[src/source/barrel_pkg.sv]
package barrel_pkg;

    // ==============================
    // data widths
    // ==============================
    // register and data word
    typedef logic [31:0] xlen_t;
    // byte address
    typedef logic [31:0] pc_t;
    // raw instruction word
    typedef logic [31:0] instr_t;
    // register index inside one bank
    typedef logic [4:0]  reg_idx_t;

    // ==============================
    // decoded operations
    // ==============================
    typedef enum logic [3:0] {
        OP_ADDI,
        OP_ADD,
        OP_SUB,
        OP_AND,
        OP_OR,
        OP_XOR,
        OP_LUI,
        OP_BEQ,
        OP_BNE,
        OP_JAL,
        OP_NOP
    } rv_op_t;

    // ==============================
    // encodings
    // ==============================
    // major opcodes, instr[6:0]
    localparam logic [6:0] OPC_OP_IMM = 7'b0010011;
    localparam logic [6:0] OPC_OP     = 7'b0110011;
    localparam logic [6:0] OPC_LUI    = 7'b0110111;
    localparam logic [6:0] OPC_BRANCH = 7'b1100011;
    localparam logic [6:0] OPC_JAL    = 7'b1101111;

    // funct3 values of the kept operations
    localparam logic [2:0] F3_ADD = 3'b000;
    localparam logic [2:0] F3_XOR = 3'b100;
    localparam logic [2:0] F3_OR  = 3'b110;
    localparam logic [2:0] F3_AND = 3'b111;
    localparam logic [2:0] F3_BEQ = 3'b000;
    localparam logic [2:0] F3_BNE = 3'b001;

    // funct7, base and alternate (sub)
    localparam logic [6:0] F7_BASE = 7'b0000000;
    localparam logic [6:0] F7_ALT  = 7'b0100000;

    // ==============================
    // hart layout
    // ==============================
    // hart h boots at h * stride
    localparam logic [31:0] HART_PC_STRIDE = 32'd4096;
    // issue to writeback distance, so also the minimum hart count
    localparam int PIPE_DEPTH = 4;

endpackage

[src/source/instr_decoder.sv]
`timescale 1ns/10ps

module instr_decoder (
    input  barrel_pkg::instr_t   instr,
    output barrel_pkg::rv_op_t   op,
    output barrel_pkg::reg_idx_t rd,
    output barrel_pkg::reg_idx_t rs1,
    output barrel_pkg::reg_idx_t rs2,
    output barrel_pkg::xlen_t    imm
);

    logic [6:0] opcode;
    logic [2:0] funct3;
    logic [6:0] funct7;

    // ==============================
    // fixed fields
    // ==============================
    assign opcode = instr[6:0];
    assign funct3 = instr[14:12];
    assign funct7 = instr[31:25];

    // register fields sit at the same place in every format
    assign rd  = instr[11:7];
    assign rs1 = instr[19:15];
    assign rs2 = instr[24:20];

    // ==============================
    // operation and immediate
    // ==============================
    always_comb begin
        // anything unmatched retires as a no-op
        op  = barrel_pkg::OP_NOP;
        imm = '0;
        case (opcode)
            barrel_pkg::OPC_OP_IMM: begin
                // only addi is kept
                if (funct3 == barrel_pkg::F3_ADD) begin
                    op  = barrel_pkg::OP_ADDI;
                    imm = {{20{instr[31]}}, instr[31:20]};
                end
            end
            barrel_pkg::OPC_OP: begin
                if (funct7 == barrel_pkg::F7_BASE) begin
                    case (funct3)
                        barrel_pkg::F3_ADD: op = barrel_pkg::OP_ADD;
                        barrel_pkg::F3_XOR: op = barrel_pkg::OP_XOR;
                        barrel_pkg::F3_OR:  op = barrel_pkg::OP_OR;
                        barrel_pkg::F3_AND: op = barrel_pkg::OP_AND;
                        default:            op = barrel_pkg::OP_NOP;
                    endcase
                end else if (funct7 == barrel_pkg::F7_ALT && funct3 == barrel_pkg::F3_ADD) begin
                    op = barrel_pkg::OP_SUB;
                end
            end
            barrel_pkg::OPC_LUI: begin
                // upper 20 bits, low part zero
                op  = barrel_pkg::OP_LUI;
                imm = {instr[31:12], 12'b0};
            end
            barrel_pkg::OPC_BRANCH: begin
                if (funct3 == barrel_pkg::F3_BEQ || funct3 == barrel_pkg::F3_BNE) begin
                    op  = (funct3 == barrel_pkg::F3_BEQ) ? barrel_pkg::OP_BEQ
                                                         : barrel_pkg::OP_BNE;
                    // b-type, offset in multiples of two
                    imm = {{19{instr[31]}}, instr[31], instr[7], instr[30:25],
                           instr[11:8], 1'b0};
                end
            end
            barrel_pkg::OPC_JAL: begin
                op  = barrel_pkg::OP_JAL;
                // j-type, scrambled 20-bit offset
                imm = {{11{instr[31]}}, instr[31], instr[19:12], instr[20],
                       instr[30:21], 1'b0};
            end
            default: begin
                op  = barrel_pkg::OP_NOP;
                imm = '0;
            end
        endcase
    end

endmodule

[config.mk]
export PLATFORM = sky130hd
export DESIGN_NAME = instr_decoder
export DESIGN_NICKNAME = d
export VERILOG_FILES = /design/src/source/barrel_pkg.sv /design/src/source/instr_decoder.sv
export SDC_FILE = /design/constraint.sdc
export NUM_CORES = 1
export LEC_CHECK = 0
export BUFFER_PORTS_ARGS = -buffer_cell sky130_fd_sc_hd__buf_2
export CORE_MARGIN = 2
export CORE_UTILIZATION = 28
export DETAILED_ROUTE_END_ITERATION = 8
export PLACE_DENSITY = 0.66
export SLEW_MARGIN = 25
export SYNTH_ARGS = -nofsm -noshare
export SYNTH_HDL_FRONTEND = slang
export SYNTH_SLANG_ARGS = --single-unit
[constraint.sdc]
create_clock -name vclk -period 5.9
set_clock_uncertainty 0.2 [all_clocks]
set_input_delay 0.59 -clock vclk [all_inputs]
set_output_delay 0.59 -clock vclk [all_outputs]
set_load 0.005 [all_outputs]
==> results.md <==
- Status: finished clean
- Post-Route Setup TNS: 0 ps
- Die height: 56.0 microns
- GRT Util Overall: 15.3%
- Relative slew slack: 46.8%
- Final Cycle Share: 51.7%
- CTS resizes: 0
- Syn avg cell area: 6.88 sq um
- Post-synthesis adder-cell area fraction: 0%
- Syn. warnings: 0
- Post-synthesis mux area share: 0%
- Layout Nets: 210
- Initial antenna violation count: 0
- Design area: 1080 sq um
- Hpwl dp: 2190 microns
- Worst vdd ir: 0.0253 mV
- Pwr/cell area: 36.6 nW/um^2
- Critical Path AT: 2260 ps
- Post-CTS setup buffer count: 0
- Ant. Diodes: 0
- Synth Cell Area: 757 sq um
- Synth top area share: 18.8%
- Largest cells by area after synthesis: a21o_1, buf_4, and2_1, a22o_1, a21oi_1
- Number of global-route vias before repair: 953
- Starting DRT DRC Count: 41
- Synth Area in XOR/XNOR: 0%
- Die span in x: 56.0 microns
- Worst EP required: 5110 ps
- Post-Synth Simple-Gate Area: 32.7%
- Actual slew at the worst max-slew pin: 793 ps
- Post-synthesis compound-gate area fraction: 47.4%
- Setup violators final: 0
- Max-slew violations: 0
- Rows: 18
- Kind of critical path: input pin to primary output
- DRT antenna net count: 0
- Via-per-instance ratio: 5.12
- Initial Util: 30.0%
- Crit. End Element: primary output
- Cells after synthesis: 110
- Logic gate share of total power: 100.0%
- FFs & Latches: 0
- Startpoint type of the worst setup path: input pin
- Iteration count of the initial detailed-routing pass: 4
- Share of cells above drive strength 1: 50.0%
- Syn nets: 142
- Placed instance area: 1080 sq um
- Synth cell types: 35
- First-pass GRT wire length: 4110 microns
- Clkbuf count: 0
- Final critical-path required period: 3050 ps
- RSZ-0062 raised after global routing: false
- Worst hold-check path type: input pin to primary output
- Avg WL per Cell: 12.2 microns
- Port Buffers: 83
- Post-synthesis sequential area ratio: 0%
- Synth area leader: a21o_1
- Number of cells on the worst hold path: 2
- Hold_buf cts: 0
- Leakage power: 0.775 nW
- Sw Pwr: 0.0211 mW
- Pin count of the biggest net entering global routing: 13
- IO Count: 83
- Flop pwr share: 0%
- Max Cap Violations: 0
- Clock Power Share: 0%
- DRC: 0
- Storage element area: 0 sq um
- Fmax: 328 MHz
- P&R area growth vs syn: 43.0%
- WL final: 2520 microns
- CORE AREA: 2520 sq um
- Grt ovf: 0
- Switching Share: 53.2%
- Total number of vias: 1055
- Die footprint: 3140 sq um
- Final Hold Vio Count: 0
- Largest family of logic cells by synthesized area: compound AO/OA/AOI/OAI gates
- GP Congestion: 0.923
- CP Max Fanout: 11
- Internal power: 0.0185 mW
-- worst max-delay path: stages --
cell and delay (ps):
buf_2 110, nand2b_1 220, or3_1 450, a221oi_4 420, and2_4 270, a21o_1 100
buf_2 100
-- through the flow --
stage / cells / worst slack (ps) / power, mW / hold WS (ps) / utilization, %
2_1_floorplan: 110 / 3150 / 0.0216 / 1030 / -
3_3_place_gp: 206 / 2880 / 0.0398 / 1160 / 42.9
3_5_place_dp: 206 / 2830 / 0.0399 / 1160 / 42.9
4_1_cts: 206 / 2840 / 0.0400 / 1160 / 42.9
5_1_grt: 206 / 2680 / 0.0442 / 1170 / 42.9
6_report: 206 / 2850 / 0.0396 / 1160 / 42.9
-- layout by cell type (no fill, tap or decap), types with 2 or more instances in the layout --
| cell type | count |
|---|---|
| buf_2 | 83 |
| nand2b_1 | 2 |
| a21oi_1 | 6 |
| and3b_1 | 2 |
| inv_1 | 6 |
| o22ai_1 | 2 |
| nor3_1 | 5 |
| nor2_1 | 8 |
| a22o_1 | 4 |
| o211ai_1 | 2 |
| a31oi_1 | 2 |
| nand2_1 | 6 |
| and2_1 | 8 |
| a21o_1 | 19 |
| o21ai_0 | 3 |
-- power groups by stage --
stage / Clock [mW] / Sequential, mW / Combinational (mW)
floorplan: 0 / 0 / 0.0216
global placement: 0 / 0 / 0.0398
detailed placement: 0 / 0 / 0.0399
CTS: 0 / 0 / 0.0400
global route: 0 / 0 / 0.0442
finish: 0 / 0 / 0.0396
-- final cells by class --
| type | instances | area [sq um] |
|---|---|---|
| Tap cell | 30 | 37.5 |
| Fill cell | 294 | 1440 |
| Inverter | 6 | 22.5 |
| Timing Repair Buffer | 83 | 415 |
| Multi-Input combinational cell | 87 | 607 |
-- Yosys cell counts (all sizes together) --
| master | count |
|---|---|
| a211oi | 1 |
| a21boi | 1 |
| a21o | 19 |
| a21oi | 6 |
| a221oi | 2 |
| a22o | 4 |
| a2bb2oi | 1 |
| a31oi | 2 |
| a32oi | 1 |
| and2 | 9 |
| and2b | 1 |
| and3b | 2 |
| and4b | 1 |
| buf | 16 |
| clkbuf | 1 |
| inv | 6 |
| nand2 | 6 |
| nand2b | 2 |
| nand3 | 1 |
| nand4bb | 1 |
| nor2 | 8 |
| nor2b | 1 |
| nor3 | 5 |
| o211ai | 2 |
| o21ai | 3 |
| o21bai | 1 |
| o221ai | 1 |
| o22ai | 2 |
| o31ai | 1 |
| or3 | 2 |
| or4 | 1 |
-- kinds of logic after synthesis --
logic type / Yosys count
buffers and inverters: 23
AO/OA/AOI/OAI: 47
AND/OR/NAND/NOR: 40
-- final timing paths --
path  slack [ps]  startpoint      end
max         2850    instr[6]  imm[30]
min         1160   instr[16]   rs1[1]
-- routing by layer --
metal | part of all wire (%) | routed length [microns] | global-route usage [%] | up-vias
met1 | 42 | 1070 | 19.4 | 463
met3 | 13 | 328 | 3.72 | 0
li1 | - | - | - | 526
met2 | 45 | 1120 | 27.6 | 66
met4 | 0 | 0 | 0 | 0
met5 | 0 | 0 | 0 | -
(Power assumes the default switching activity.)
