### src/source/barrel_pkg.sv
package barrel_pkg;

    // ==============================
    // data widths
    // ==============================
    // register and data word
    typedef logic [31:0] xlen_t;
    // byte address
    typedef logic [31:0] pc_t;
    // raw instruction word
    typedef logic [31:0] instr_t;
    // register index inside one bank
    typedef logic [4:0]  reg_idx_t;

    // ==============================
    // decoded operations
    // ==============================
    typedef enum logic [3:0] {
        OP_ADDI,
        OP_ADD,
        OP_SUB,
        OP_AND,
        OP_OR,
        OP_XOR,
        OP_LUI,
        OP_BEQ,
        OP_BNE,
        OP_JAL,
        OP_NOP
    } rv_op_t;

    // ==============================
    // encodings
    // ==============================
    // major opcodes, instr[6:0]
    localparam logic [6:0] OPC_OP_IMM = 7'b0010011;
    localparam logic [6:0] OPC_OP     = 7'b0110011;
    localparam logic [6:0] OPC_LUI    = 7'b0110111;
    localparam logic [6:0] OPC_BRANCH = 7'b1100011;
    localparam logic [6:0] OPC_JAL    = 7'b1101111;

    // funct3 values of the kept operations
    localparam logic [2:0] F3_ADD = 3'b000;
    localparam logic [2:0] F3_XOR = 3'b100;
    localparam logic [2:0] F3_OR  = 3'b110;
    localparam logic [2:0] F3_AND = 3'b111;
    localparam logic [2:0] F3_BEQ = 3'b000;
    localparam logic [2:0] F3_BNE = 3'b001;

    // funct7, base and alternate (sub)
    localparam logic [6:0] F7_BASE = 7'b0000000;
    localparam logic [6:0] F7_ALT  = 7'b0100000;

    // ==============================
    // hart layout
    // ==============================
    // hart h boots at h * stride
    localparam logic [31:0] HART_PC_STRIDE = 32'd4096;
    // issue to writeback distance, so also the minimum hart count
    localparam int PIPE_DEPTH = 4;

endpackage

### src/source/exec_writeback.sv
`timescale 1ns/10ps

module exec_writeback #(
    parameter int NUM_HARTS = 4,
    localparam int HART_W   = $clog2(NUM_HARTS)
) (
    input  logic                 clk,
    input  logic                 rst_n,
    input  logic                 in_valid,
    input  logic [HART_W-1:0]    in_hart,
    input  barrel_pkg::pc_t      in_pc,
    input  barrel_pkg::rv_op_t   op,
    input  barrel_pkg::reg_idx_t rd,
    input  barrel_pkg::xlen_t    imm,
    input  barrel_pkg::xlen_t    rs1_val,
    input  barrel_pkg::xlen_t    rs2_val,
    output logic                 reg_wen,
    output logic [HART_W-1:0]    reg_hart,
    output barrel_pkg::reg_idx_t reg_wa,
    output barrel_pkg::xlen_t    reg_wd,
    output logic                 pc_upd_en,
    output logic [HART_W-1:0]    pc_upd_hart,
    output barrel_pkg::pc_t      pc_upd_target,
    output logic                 retire_valid,
    output logic [HART_W-1:0]    retire_hart,
    output barrel_pkg::pc_t      retire_pc,
    output logic                 retire_wen,
    output barrel_pkg::reg_idx_t retire_rd,
    output barrel_pkg::xlen_t    retire_data
);

    // stage 1, decoded fields waiting for the regfile read
    logic                 s1_valid;
    logic [HART_W-1:0]    s1_hart;
    barrel_pkg::pc_t      s1_pc;
    barrel_pkg::rv_op_t   s1_op;
    barrel_pkg::reg_idx_t s1_rd;
    barrel_pkg::xlen_t    s1_imm;

    // stage 2 combinational results
    barrel_pkg::xlen_t alu_res;
    barrel_pkg::xlen_t wr_data;
    barrel_pkg::pc_t   pc_plus4;
    barrel_pkg::pc_t   next_pc;
    logic              writes_rd;
    logic              take_branch;

    // stage 2 registers
    logic                 wb_valid;
    logic                 wb_wen;
    logic [HART_W-1:0]    wb_hart;
    barrel_pkg::pc_t      wb_pc;
    barrel_pkg::pc_t      wb_next_pc;
    barrel_pkg::reg_idx_t wb_rd;
    barrel_pkg::xlen_t    wb_data;

    // ==============================
    // stage 1, align with regfile
    // ==============================
    always_ff @(posedge clk) begin
        if (!rst_n) begin
            s1_valid <= 1'b0;
        end else begin
            s1_valid <= in_valid;
        end
    end

    always_ff @(posedge clk) begin
        s1_hart <= in_hart;
        s1_pc   <= in_pc;
        s1_op   <= op;
        s1_rd   <= rd;
        s1_imm  <= imm;
    end

    // ==============================
    // stage 2, execute
    // ==============================
    always_comb begin
        alu_res   = rs1_val + s1_imm;
        writes_rd = 1'b1;
        case (s1_op)
            barrel_pkg::OP_ADDI: alu_res = rs1_val + s1_imm;
            barrel_pkg::OP_ADD:  alu_res = rs1_val + rs2_val;
            barrel_pkg::OP_SUB:  alu_res = rs1_val - rs2_val;
            barrel_pkg::OP_AND:  alu_res = rs1_val & rs2_val;
            barrel_pkg::OP_OR:   alu_res = rs1_val | rs2_val;
            barrel_pkg::OP_XOR:  alu_res = rs1_val ^ rs2_val;
            // lui and jal pick their data below
            barrel_pkg::OP_LUI,
            barrel_pkg::OP_JAL:  writes_rd = 1'b1;
            // branches and no-ops leave the regfile alone
            default:             writes_rd = 1'b0;
        endcase
    end

    // branch compare on the raw operands
    assign take_branch = (s1_op == barrel_pkg::OP_BEQ && rs1_val == rs2_val) ||
                         (s1_op == barrel_pkg::OP_BNE && rs1_val != rs2_val);

    assign pc_plus4 = s1_pc + 32'd4;
    assign next_pc  = (take_branch || s1_op == barrel_pkg::OP_JAL) ? s1_pc + s1_imm
                                                                  : pc_plus4;

    // link address for jal, immediate for lui
    assign wr_data = (s1_op == barrel_pkg::OP_JAL) ? pc_plus4 :
                     (s1_op == barrel_pkg::OP_LUI) ? s1_imm   : alu_res;

    always_ff @(posedge clk) begin
        if (!rst_n) begin
            wb_valid <= 1'b0;
            wb_wen   <= 1'b0;
        end else begin
            wb_valid <= s1_valid;
            wb_wen   <= s1_valid && writes_rd;
        end
    end

    always_ff @(posedge clk) begin
        wb_hart    <= s1_hart;
        wb_pc      <= s1_pc;
        wb_next_pc <= next_pc;
        wb_rd      <= s1_rd;
        wb_data    <= wr_data;
    end

    // ==============================
    // writeback and retire trace
    // ==============================
    // one register set feeds regfile, pc update and trace
    assign reg_wen       = wb_wen;
    assign reg_hart      = wb_hart;
    assign reg_wa        = wb_rd;
    assign reg_wd        = wb_data;
    assign pc_upd_en     = wb_valid;
    assign pc_upd_hart   = wb_hart;
    assign pc_upd_target = wb_next_pc;
    assign retire_valid  = wb_valid;
    assign retire_hart   = wb_hart;
    assign retire_pc     = wb_pc;
    assign retire_wen    = wb_wen;
    assign retire_rd     = wb_rd;
    assign retire_data   = wb_data;

endmodule

### config.mk
export PLATFORM = sky130hd
export DESIGN_NAME = exec_writeback
export DESIGN_NICKNAME = d
export VERILOG_FILES = /design/src/source/barrel_pkg.sv /design/src/source/exec_writeback.sv
export SDC_FILE = /design/constraint.sdc
export NUM_CORES = 1
export LEC_CHECK = 0
export BUFFER_PORTS_ARGS = -buffer_cell sky130_fd_sc_hd__buf_4
export CAP_MARGIN = 10
export CORE_MARGIN = 2
export CORE_UTILIZATION = 25
export CTS_CLUSTER_DIAMETER = 150
export DETAILED_ROUTE_END_ITERATION = 8
export REMOVE_ABC_BUFFERS = 1
export SETUP_SLACK_MARGIN = 0.5
export SLEW_MARGIN = 15
export SYNTH_ARGS = -nofsm -noshare
export SYNTH_HDL_FRONTEND = slang
export SYNTH_SLANG_ARGS = --single-unit
### constraint.sdc
create_clock -name clk -period 5.71 [get_ports clk]
set_clock_uncertainty 0.05 [all_clocks]
set_input_delay 0.2855 -clock clk [delete_from_list [all_inputs] [get_ports clk]]
set_output_delay 0.2855 -clock clk [all_outputs]
set_load 0.05 [all_outputs]
==> results.sh <==
export IMPL_outcome="completed"
export IMPL_drive_above_1_share_pct=22.2
export IMPL_power_leakage_uw=0.00742
export IMPL_io_buffer_count=289
export IMPL_maxCapViolCount=0
export IMPL_setup_viol=0
export IMPL_min_path_type="in2reg"
export IMPL_first_iter_violations=685
export IMPL_dp_hpwl_um=36500
export IMPL_cts_buffers=17
export IMPL_htree_levels=4
export IMPL_worstHoldPathCells=2
export IMPL_rows=81
export IMPL_dieArea_um2=51600
export IMPL_min_period_ns=4.68
export IMPL_clock_path_buffers=2
export IMPL_synth_cell_types=72
export IMPL_initial_core_util_pct=25.4
export IMPL_fp_coreArea_um2=49100
export IMPL_grt_pass1_wl_um=69500
export IMPL_wl_met1_um=21100
export IMPL_worstSetupEndpointType="flip-flop"
export IMPL_synthArstFlopShare_pct=0
export IMPL_ant_nets=0
export IMPL_synth_enable_flop_cells=0
export IMPL_place_congestion=0.907
export IMPL_rsz0062_at_grt="false"
export IMPL_final_common_cell="buf_4"
export IMPL_most_common_layout_cells="304 x buf_4, 181 x dfxtp_1, 161 x ha_1"
export IMPL_clock_root_buffer="clkbuf_16"
export IMPL_met3_length_um=2730
export IMPL_wl_per_cell_um=19.2
export IMPL_worst_r2r_path_depth=17
export IMPL_clock_latency_ns=0.49
export IMPL_final_util_pct=33.5
export IMPL_synth_flop_cell="dfxtp_1"
export IMPL_dieHeight_um=227
export IMPL_startpoint_type="flip-flop"
export IMPL_ir_drop_mv=0.246
export IMPL_period_share_pct=82.0
export IMPL_drc=0
export IMPL_syn_area_per_cell_um2=8.46
export IMPL_timing_max_slew_rel_slack_pct=23.8
export IMPL_via_per_inst=4.83
export IMPL_grt_overflow=0
export IMPL_cts_setup_buffers=0
export IMPL_die_x_um=227
export IMPL_path_class="reg2reg"
export IMPL_areaGrowthSynthToFinish_pct=32.1
export IMPL_cp_required_ns=6.08
export IMPL_cts_sinks=181
export IMPL_dr_total_vias=11800
export IMPL_top_layer_used="met5"
export IMPL_yosys_warnings=0
export IMPL_io_pins=290
export IMPL_nNetsFinal=2080
export IMPL_slew_viol_final=0
export IMPL_track_usage_pct=18.1
export IMPL_ys_ff_latch=181
export IMPL_synth_area_um2=12500
export IMPL_wl_um=47100
export IMPL_worst_pin_slew_ns=1.14
export IMPL_dr_wl_met2_um=21500
export IMPL_grt_max_degree=36
export IMPL_firstDrtPassIters=5
export IMPL_max_freq_mhz=214
export IMPL_clk_pin_slew_ns=0.08
export IMPL_cts_tree="built"
export IMPL_cp_max_fo=19
export IMPL_power_density_nw_per_um2=278
export IMPL_critical_path_arrival_ns=5.05
export IMPL_synth_cells=1472
export IMPL_ys_seq_area_share_pct=29.1
export IMPL_report_power_total_uw=4570
export IMPL_hold_ws_ns=0.0628
export IMPL_hold_viol=0
export IMPL_fillers=5106
export IMPL_antenna_found_initial=4
export IMPL_grt_pass1_vias=11700
cells in the mapped netlist (all sizes together), types with 14 or more instances:
master / number / area [um2]
xor2: 43 / 377
inv: 119 / 447
o21ai: 106 / 534
nand3: 22 / 110
a221oi: 16 / 140
mux2: 34 / 383
nand4: 15 / 93.8
nor3: 25 / 130
o211ai: 25 / 188
a211oi: 16 / 120
a21o: 32 / 240
o22ai: 16 / 100
clkbuf: 47 / 176
buf: 51 / 394
a31oi: 19 / 119
ha: 161 / 2010
a21oi: 125 / 633
xnor2: 55 / 482
nand2b: 20 / 125
nor2: 91 / 349
nand2: 87 / 327
o21bai: 14 / 105
dfxtp: 181 / 3620
state kept, by name, indices dropped and copies added (netlist names), 2 cells and up:
signal and count:
pc_upd_target 32, reg_wd 32, retire_pc 32, s1_imm 32
s1_pc 32, reg_wa 5, s1_rd 5, s1_op 4
pc_upd_hart 2, s1_hart 2
cell type report:
type                    count  area [um2]  share of cell area [%]
clock inverters            12         188                    1.14
diodes                      2        5.00                  0.0304
inverters                 119         447                    2.72
clock buffers              20         457                    2.78
repair buffers            381        3050                    18.6
well taps                 664         831                    5.05
multi-input cells        1074        7850                    47.7
flip-flops and latches    181        3620                    22.0
per-stage QoR:
step	setup slack (ns)	area (um2)	instances	TNS (ns)
6_report	1.03	16400	2453	0
3_3_place_gp	1.03	15000	2342	0
5_1_grt	0.590	16400	2453	0
3_5_place_dp	0.892	15000	2342	0
4_1_cts	0.872	16400	2451	0
2_1_floorplan	-0.274	11900	1374	-1.02
logic make-up after synthesis:
group | after synthesis | share of synthesized area (%)
mux | 41 | 3.64
flops | 181 | 29.1
buf+inv | 217 | 8.17
compound gates | 449 | 23.0
simple gates | 322 | 12.5
xor+xnor | 98 | 6.89
fa+ha+maj | 164 | 16.7
where the power goes:
part	switching, uW	total [uW]	internal [uW]
clock	564	1330	763
combinational	1130	1760	630
sequential	101	1490	1380
worst max-delay path, cell delays in order (launching register included):
cell and delay (ns):
dfxtp_1 0.52, nand2b_1 0.19, nor3_2 0.17, buf_4 0.31
mux2_2 0.21, ha_1 0.18, inv_1 0.06, fa_1 0.40
nor2b_1 0.17, o211ai_1 0.14, a2111oi_2 0.50, o211ai_1 0.27
o21ai_2 0.36, a211oi_1 0.20, o41ai_1 0.46, xor2_1 0.17
nand2_1 0.07, a31oi_1 0.18
per-layer routing:
layer	global-route usage, %	vias to the layer above
met5	0	-
met4	8.39	4
met3	3.95	73
met2	28.8	403
met1	23.2	5581
li1	-	5785
what timing repair did:
action                                  in CTS  in global routing
endpoints found under the hold margin       76                  0
gates resized for setup                      0                  1
hold buffers                                77                  0
endpoints found under the setup margin       0                  1
worst paths after layout:
kind                            startpoint  slack, ns        endpoint
worst min register to register  s1_hart[1]       0.28  pc_upd_hart[1]
worst min-delay path                 rst_n       0.06       pc_upd_en
worst max register to register    s1_op[0]       1.03      reg_wd[30]
worst max-delay path              s1_op[0]       1.03      reg_wd[30]
Note: power is estimated with default switching activity, not from simulation.
